## src/tuple_defs.svh

```systemverilog
`ifndef TUPLE_DEFS_SVH
`define TUPLE_DEFS_SVH

// Unsigned fields carried by one host beat
`define TUPLE_FIELDS 16

// Width of one field, and of the wrapped sum
`define FIELD_W 32

// Host stream data width
`define STREAM_W 512

// Result buffer entries in front of the source port
`define RES_FIFO_DEPTH 4

`endif

```

## src/tuple_pkg.sv

```systemverilog
`default_nettype none

`include "tuple_defs.svh"

package tuple_pkg;

    // Sum wraps modulo 2^FIELD_W
    typedef logic [`FIELD_W-1:0] sum_t;

    // Field 0 sits in the lowest bits of tdata
    typedef struct packed {
        sum_t [`TUPLE_FIELDS-1:0] field;
    } tuple_t;

    // One host stream beat in the layout of the shell's AXI4SR port
    typedef struct packed {
        logic [`STREAM_W-1:0]   tdata;
        logic [`STREAM_W/8-1:0] tkeep;
        logic [5:0]             tid;
        logic                   tlast;
    } stream_beat_t;

endpackage

`default_nettype wire
```

## src/design_user_logic.sv

```systemverilog
`timescale 1ns/1ps
`default_nettype none

`include "tuple_defs.svh"

module design_user_logic (
    input  wire                           aclk,
    input  wire                           reset,

    // Host sink
    input  wire                           sink_valid,
    output logic                          sink_ready,
    input  wire tuple_pkg::stream_beat_t  sink_beat,

    // Host source
    output logic                          src_valid,
    input  wire                           src_ready,
    output tuple_pkg::stream_beat_t       src_beat
);

    import tuple_pkg::*;

    tuple_t in_tuple;

    logic   tree_valid;
    logic   tree_ready;
    sum_t   tree_sum;
    sum_t   rd_sum;

    // tkeep, tid and tlast of the sink are not needed
    assign in_tuple = tuple_t'(sink_beat.tdata);

    tuple_adder_tree u_adder (
        .aclk      (aclk),
        .reset     (reset),
        .in_valid  (sink_valid),
        .in_ready  (sink_ready),
        .in_tuple  (in_tuple),
        .out_valid (tree_valid),
        .out_ready (tree_ready),
        .out_sum   (tree_sum)
    );

    stream_fifo #(
        .DEPTH (`RES_FIFO_DEPTH),
        .WIDTH (`FIELD_W)
    ) u_res_fifo (
        .aclk     (aclk),
        .reset    (reset),
        .wr_valid (tree_valid),
        .wr_ready (tree_ready),
        .wr_data  (tree_sum),
        .rd_valid (src_valid),
        .rd_ready (src_ready),
        .rd_data  (rd_sum)
    );

    // Sum in the low word, everything else zero, all bytes kept
    always_comb begin
        src_beat       = '0;
        src_beat.tdata = {{(`STREAM_W - `FIELD_W){1'b0}}, rd_sum};
        src_beat.tkeep = '1;
        src_beat.tid   = '0;
        src_beat.tlast = 1'b0;
    end

endmodule

`default_nettype wire

```

## src/stream_fifo.sv

```systemverilog
`timescale 1ns/1ps
`default_nettype none

`include "tuple_defs.svh"

module stream_fifo #(
    parameter int DEPTH = `RES_FIFO_DEPTH,
    parameter int WIDTH = `FIELD_W
) (
    input  wire                       aclk,
    input  wire                       reset,

    input  wire                       wr_valid,
    output logic                      wr_ready,
    input  wire tuple_pkg::sum_t      wr_data,

    output logic                      rd_valid,
    input  wire                       rd_ready,
    output tuple_pkg::sum_t           rd_data
);

    import tuple_pkg::*;

    localparam int PTR_W = $clog2(DEPTH);
    localparam int CNT_W = $clog2(DEPTH + 1);

    // Pointers wrap for free since DEPTH is a power of two
    if ((DEPTH < 2) || ((DEPTH & (DEPTH - 1)) != 0)) begin : g_bad_depth
        $error("stream_fifo: DEPTH must be a power of two, at least 2");
    end

    if (WIDTH != $bits(sum_t)) begin : g_bad_width
        $error("stream_fifo: WIDTH must match sum_t");
    end

    logic [WIDTH-1:0] mem [DEPTH];
    logic [PTR_W-1:0] wr_ptr;
    logic [PTR_W-1:0] rd_ptr;
    logic [CNT_W-1:0] count;

    logic             full;
    logic             do_wr;
    logic             do_rd;

    assign full     = (count == CNT_W'(DEPTH));
    assign rd_valid = (count != '0);

    // When full, a write may still go in alongside a read
    assign wr_ready = ~full | rd_ready;

    assign do_wr    = wr_valid & wr_ready;
    assign do_rd    = rd_valid & rd_ready;

    // Head entry drives the read side
    assign rd_data  = mem[rd_ptr];

    always_ff @(posedge aclk) begin
        if (do_wr) begin
            mem[wr_ptr] <= wr_data;
        end
    end

    always_ff @(posedge aclk) begin
        if (reset) begin
            wr_ptr <= '0;
            rd_ptr <= '0;
            count  <= '0;
        end else begin
            if (do_wr) begin
                wr_ptr <= wr_ptr + 1'b1;
            end
            if (do_rd) begin
                rd_ptr <= rd_ptr + 1'b1;
            end
            case ({do_wr, do_rd})
                2'b10:   count <= count + 1'b1;
                2'b01:   count <= count - 1'b1;
                default: count <= count;
            endcase
        end
    end

    a_count_bound: assert property (
        @(posedge aclk) disable iff (reset) count <= CNT_W'(DEPTH))
        else $error("stream_fifo: count above DEPTH");

    // Overwrite of the head is only safe if it leaves this cycle
    a_no_overwrite: assert property (
        @(posedge aclk) disable iff (reset) (do_wr && full) |-> do_rd)
        else $error("stream_fifo: write into full buffer without read");

endmodule

`default_nettype wire

```

## src/tuple_adder_tree.sv

```systemverilog
`timescale 1ns/1ps
`default_nettype none

`include "tuple_defs.svh"

module tuple_adder_tree (
    input  wire                       aclk,
    input  wire                       reset,

    input  wire                       in_valid,
    output logic                      in_ready,
    input  wire tuple_pkg::tuple_t    in_tuple,

    output logic                      out_valid,
    input  wire                       out_ready,
    output tuple_pkg::sum_t           out_sum
);

    import tuple_pkg::*;

    // Partial sums per level
    localparam int L1_N = `TUPLE_FIELDS / 2;
    localparam int L2_N = L1_N / 2;
    localparam int L3_N = L2_N / 2;

    sum_t [L1_N-1:0] l1_sum;
    sum_t [L2_N-1:0] l2_sum;
    sum_t [L3_N-1:0] l3_sum;
    sum_t            l4_sum;

    // Bit k is the valid of level k+1
    logic [3:0]      stage_valid;
    logic            advance;

    // Whole pipeline moves as one; it only waits on a stalled head
    assign advance   = ~(stage_valid[3] & ~out_ready);
    assign in_ready  = advance;

    assign out_valid = stage_valid[3];
    assign out_sum   = l4_sum;

    always_ff @(posedge aclk) begin
        if (reset) begin
            stage_valid <= '0;
        end else if (advance) begin
            stage_valid <= {stage_valid[2:0], in_valid};
        end
    end

    // Level 1 adds pairs of input fields
    always_ff @(posedge aclk) begin
        if (advance) begin
            for (int i = 0; i < L1_N; i++) begin
                l1_sum[i] <= in_tuple.field[2*i] + in_tuple.field[2*i+1];
            end
        end
    end

    // Level 2
    always_ff @(posedge aclk) begin
        if (advance) begin
            for (int i = 0; i < L2_N; i++) begin
                l2_sum[i] <= l1_sum[2*i] + l1_sum[2*i+1];
            end
        end
    end

    // Level 3
    always_ff @(posedge aclk) begin
        if (advance) begin
            for (int i = 0; i < L3_N; i++) begin
                l3_sum[i] <= l2_sum[2*i] + l2_sum[2*i+1];
            end
        end
    end

    // Level 4 makes the final sum; carries out of bit 31 are dropped
    always_ff @(posedge aclk) begin
        if (advance) begin
            l4_sum <= l3_sum[0] + l3_sum[1];
        end
    end

    // A stalled result must not change under the consumer
    property p_sum_held_on_stall;
        @(posedge aclk) disable iff (reset)
            (out_valid && !out_ready) |=> $stable(out_sum);
    endproperty

    a_sum_held_on_stall: assert property (p_sum_held_on_stall)
        else $error("tuple_adder_tree: out_sum moved while stalled");

    // Stage valids are the only control state here
    property p_valid_known;
        @(posedge aclk) disable iff (reset)
            !$isunknown(stage_valid);
    endproperty

    a_valid_known: assert property (p_valid_known)
        else $error("tuple_adder_tree: stage valid unknown");

endmodule

`default_nettype wire

```

## config.mk

```make
export PLATFORM = sky130hd
export DESIGN_NAME = design_user_logic
export DESIGN_NICKNAME = d
export VERILOG_FILES = /design/src/tuple_pkg.sv /design/src/design_user_logic.sv /design/src/stream_fifo.sv /design/src/tuple_adder_tree.sv
export VERILOG_INCLUDE_DIRS = /design/src
export SDC_FILE = /design/constraint.sdc
export NUM_CORES = 2
export LEC_CHECK = 0
export BUFFER_PORTS_ARGS = -buffer_cell sky130_fd_sc_hd__clkbuf_2
export CORE_AREA = 2 2 462 464
export DETAILED_ROUTE_END_ITERATION = 12
export DIE_AREA = 0 0 464 466
export GPL_ROUTABILITY_DRIVEN = 1
export PLACE_DENSITY = 0.37
export SLEW_MARGIN = 25
export SYNTH_ARGS = -nofsm -noshare
export SYNTH_HDL_FRONTEND = slang
export SYNTH_HIERARCHICAL = 1
export SYNTH_SLANG_ARGS = --single-unit
```

## constraint.sdc

```tcl
create_clock -name aclk -period 38.1 [get_ports aclk]
set_input_delay 5.715 -clock aclk [delete_from_list [all_inputs] [get_ports aclk]]
set_output_delay 5.715 -clock aclk [all_outputs]
set_load 0.01 [all_outputs]
```

==> metrics.json <==
{
  "status": {"value": "completed"},
  "die_boundary_height": {"value": 466, "unit": "µm"},
  "rsz0062_at_grt": {"value": "false"},
  "place_congestion": {"value": 0.788},
  "firstDrtPassIters": {"value": 6},
  "timing.critical_path.cells": {"value": "clkbuf_2, or4b_1, nor2b_1, inv_8, clkbuf_2"},
  "timing.max_slew.rel_slack": {"value": 0.277},
  "nNetsFinal": {"value": 5885},
  "yosys_most_used_dff": {"value": "edfxtp_1"},
  "detailroute.via_count": {"value": 31693},
  "final_slew_violations": {"value": 0},
  "io_buffers": {"value": 549},
  "number_of_standard_cells_after_synthesis": {"value": 4227},
  "cts_tree": {"value": "yes"},
  "area.growth.synth_to_final": {"value": 15.0, "unit": "%"},
  "residual_overflow_from_global_routing": {"value": 0},
  "drcViolationCount": {"value": 0},
  "cpMaxStageDelayCell": {"value": "nor2b_1"},
  "synth_seq_area_share": {"value": 0.407},
  "hold_path.class": {"value": "flop to flop"},
  "synth.most_common_cell": {"value": "edfxtp_1"},
  "num-fill-cells": {"value": 22620},
  "peakVddDrop": {"value": 0.0000356, "unit": "V"},
  "endpoint_kind": {"value": "output port"},
  "synth_top_cells_by_area": {"value": "edfxtp_1 40%, ha_1 13%, buf_4 9.1%, xnor2_1 5.8%, a21o_1 4.4%"},
  "cts_resized": {"value": 0},
  "die-width": {"value": 464, "unit": "µm"},
  "finalHoldViolations": {"value": 0},
  "cts.repair_timing.setup_buffer_count": {"value": 0},
  "crit_top_cell": {"value": "clkbuf_2"},
  "synth_largest_area_cell": {"value": "edfxtp_1"},
  "worst_ep_arrival_time": {"value": 7.82, "unit": "ns"},
  "worstMarginPinSlew": {"value": 1.06, "unit": "ns"},
  "clkLatencyLatePin": {"value": 0.70, "unit": "ns"},
  "ios": {"value": 1172},
  "finalWirelength": {"value": 127, "unit": "mm"},
  "initial_core_util": {"value": 0.215},
  "pwr_density_cell": {"value": 69.2, "unit": "nW/µm²"},
  "min_period": {"value": 13.53, "unit": "ns"},
  "critical_path_class": {"value": "primary input to output port"},
  "cts_sinks": {"value": 621},
  "synth-edff-count": {"value": 608},
  "report.power.total": {"value": 3.62, "unit": "mW"},
  "final.period_utilization": {"value": 0.355},
  "startpoint_type": {"value": "primary input"},
  "setup_total_negative_slack": {"value": 0, "unit": "ns"},
  "synth_async_sr_flop_share": {"value": 0},
  "total_leakage_power": {"value": 22.7, "unit": "nW"},
  "clock.fmax": {"value": 0.0739, "unit": "GHz"},
  "placement_rows": {"value": 169},
  "wl_per_cell": {"value": 16.5, "unit": "µm"},
  "worstPathRequired": {"value": 32.38, "unit": "ns"},
  "fin_skew": {"value": 0.0713, "unit": "ns"},
  "pin_count_of_the_biggest_net_entering_global_routing": {"value": 90},
  "antenna_found_initial": {"value": 8},
  "layout-drive-gt1-share": {"value": 0.155},
  "cts_hold_buf": {"value": 0},
  "ctsRootBufferMaster": {"value": "clkbuf_16"},
  "max_cap_viol_count": {"value": 0},
  "synthDominantCellAreaShare": {"value": 0.401},
  "vias_in_the_first_global_route": {"value": 30589},
  "netlist_top_cells_count": {"value": "608 x edfxtp_1, 552 x buf_4, 470 x ha_1"},
  "maximum_count_of_clock_buffers_along_a_single_path": {"value": 3},
  "route.antenna.remaining_nets": {"value": 0},
  "routed_via_density": {"value": 4.11},
  "finalSetupViolations": {"value": 0},
  "groute.usage.overall": {"value": 0.113},
  "synth.yosys.warnings": {"value": 6},
  "detail_route.iter0.violations": {"value": 1569},
  "tritoncts.num_buffers": {"value": 78},
  "dieArea": {"value": 216000, "unit": "µm²"},
  "clkTransAtPathRegs": {"value": 0.05, "unit": "ns"},
  "post_synth_num_cell_types": {"value": 83},
  "syn_area_per_cell": {"value": 10.8, "unit": "µm²"},
  "crit_path_max_fanout": {"value": 89},
  "grt_first_pass_wirelength": {"value": 187, "unit": "mm"},
  "yosys_register_bits": {"value": 621},
  "core_area": {"value": 211000, "unit": "µm²"},
  "cts_max_level": {"value": 3},
  "critical_path.max_stage_delay": {"value": 0.63, "unit": "ns"},
  "detailed_place_hpwl": {"value": 103, "unit": "mm"},
  "syn_area": {"value": 45500, "unit": "µm²"}
}
placed cells by master, fill, tap and decap left out, types with 26 or more instances in the layout:
cell	instances
nand2b_1	51
o21ai_0	178
nand3_1	79
edfxtp_1	608
o21bai_1	56
xor2_1	138
a21o_1	264
nand2_1	175
and2_1	26
nor2_1	200
and3_1	32
clkbuf_2	549
a31oi_1	31
a211oi_1	29
o21a_1	48
nor2b_1	42
conb_1	551
clkbuf_16	79
nand4_1	44
inv_1	85
xnor2_1	299
mux4_2	32
ha_1	470
nor3_1	45
a21oi_1	388
flip-flops by register name, summed over array words and instances (netlist names), named ones only:
name / flops
u_res_fifo/mem: 128
u_adder/l2_sum: 128
u_res_fifo/wr_ptr: 2
u_res_fifo/rd_ptr: 2
u_adder/out_sum: 32
u_adder/l3_sum: 64
u_adder/l1_sum: 256
u_adder/stage_valid: 4
u_res_fifo/count: 3
layer usage:
metal  track usage  share of wire  up-vias
li1              -              -    15852
met1         0.154           0.47    14863
met2         0.185           0.47      864
met3        0.0183          0.047      110
met4        0.0272          0.017        4
met5             0        0.00020        -
kinds of logic (layout without fill, tap and decap cells):
group | count (synthesis) | after routing | synth area share
compound gates | 1195 | 1195 | 0.171
xor+xnor | 437 | 437 | 0.0841
fa+ha+maj | 486 | 486 | 0.136
buf+inv | 692 | 794 | 0.103
flops | 621 | 621 | 0.407
mux | 37 | 37 | 0.0169
other cells | 2 | 554 | 0.000165
simple gates | 757 | 757 | 0.0816
layout make-up:
cell class / instances / area (µm²) / share of cell area
Tap cell: 2821 / 3530 / 0.0675
Clock inverter: 56 / 693 / 0.0132
Antenna cell: 3 / 7.51 / 0.000143
Multi-Input combinational cell: 3463 / 24400 / 0.466
Clock buffer: 90 / 2040 / 0.0390
Inverter: 86 / 330 / 0.00631
Sequential cell: 621 / 18500 / 0.354
Timing Repair Buffer: 562 / 2850 / 0.0544
power breakdown:
| group | internal, mW | switching [mW] |
|---|---|---|
| combinational | 0.683 | 0.962 |
| clock | 0.465 | 0.319 |
| sequential | 1.08 | 0.111 |
final timing paths:
kind	startpoint	endpoint	slack [ns]	cells past startpoint
setup reg to reg	u_res_fifo/count[0]	u_adder/l2_sum[43]	33.87	6
hold reg to reg	u_adder/stage_valid[2]	u_adder/stage_valid[3]	0.47	2
hold / removal	u_adder/stage_valid[2]	u_adder/stage_valid[3]	0.47	2
setup / recovery	src_ready	sink_ready	24.57	5
critical path, delay by kind of cell:
kind,cells,cell delay [ns]
buffers and inverters,3,0.73
and+or+nand+nor,2,1.23
stage by stage:
| stage | instances | worst slack [ns] | util | hold slack, ns | area, µm² |
|---|---|---|---|---|---|
| final | 7702 | 24.57 | 0.248 | 0.467 | 52300 |
| after global routing | 7701 | 24.45 | 0.248 | 0.510 | 52300 |
| after CTS | 7699 | 24.62 | 0.248 | 0.473 | 52300 |
| after detailed placement | 7553 | 24.60 | 0.235 | 0.460 | 49600 |
| after global placement | 7553 | 24.60 | 0.235 | 0.455 | 49600 |
| after floorplan | 4776 | 16.96 | - | 0.440 | 47600 |
No activity file was read; power rests on OpenSTA's default activity.
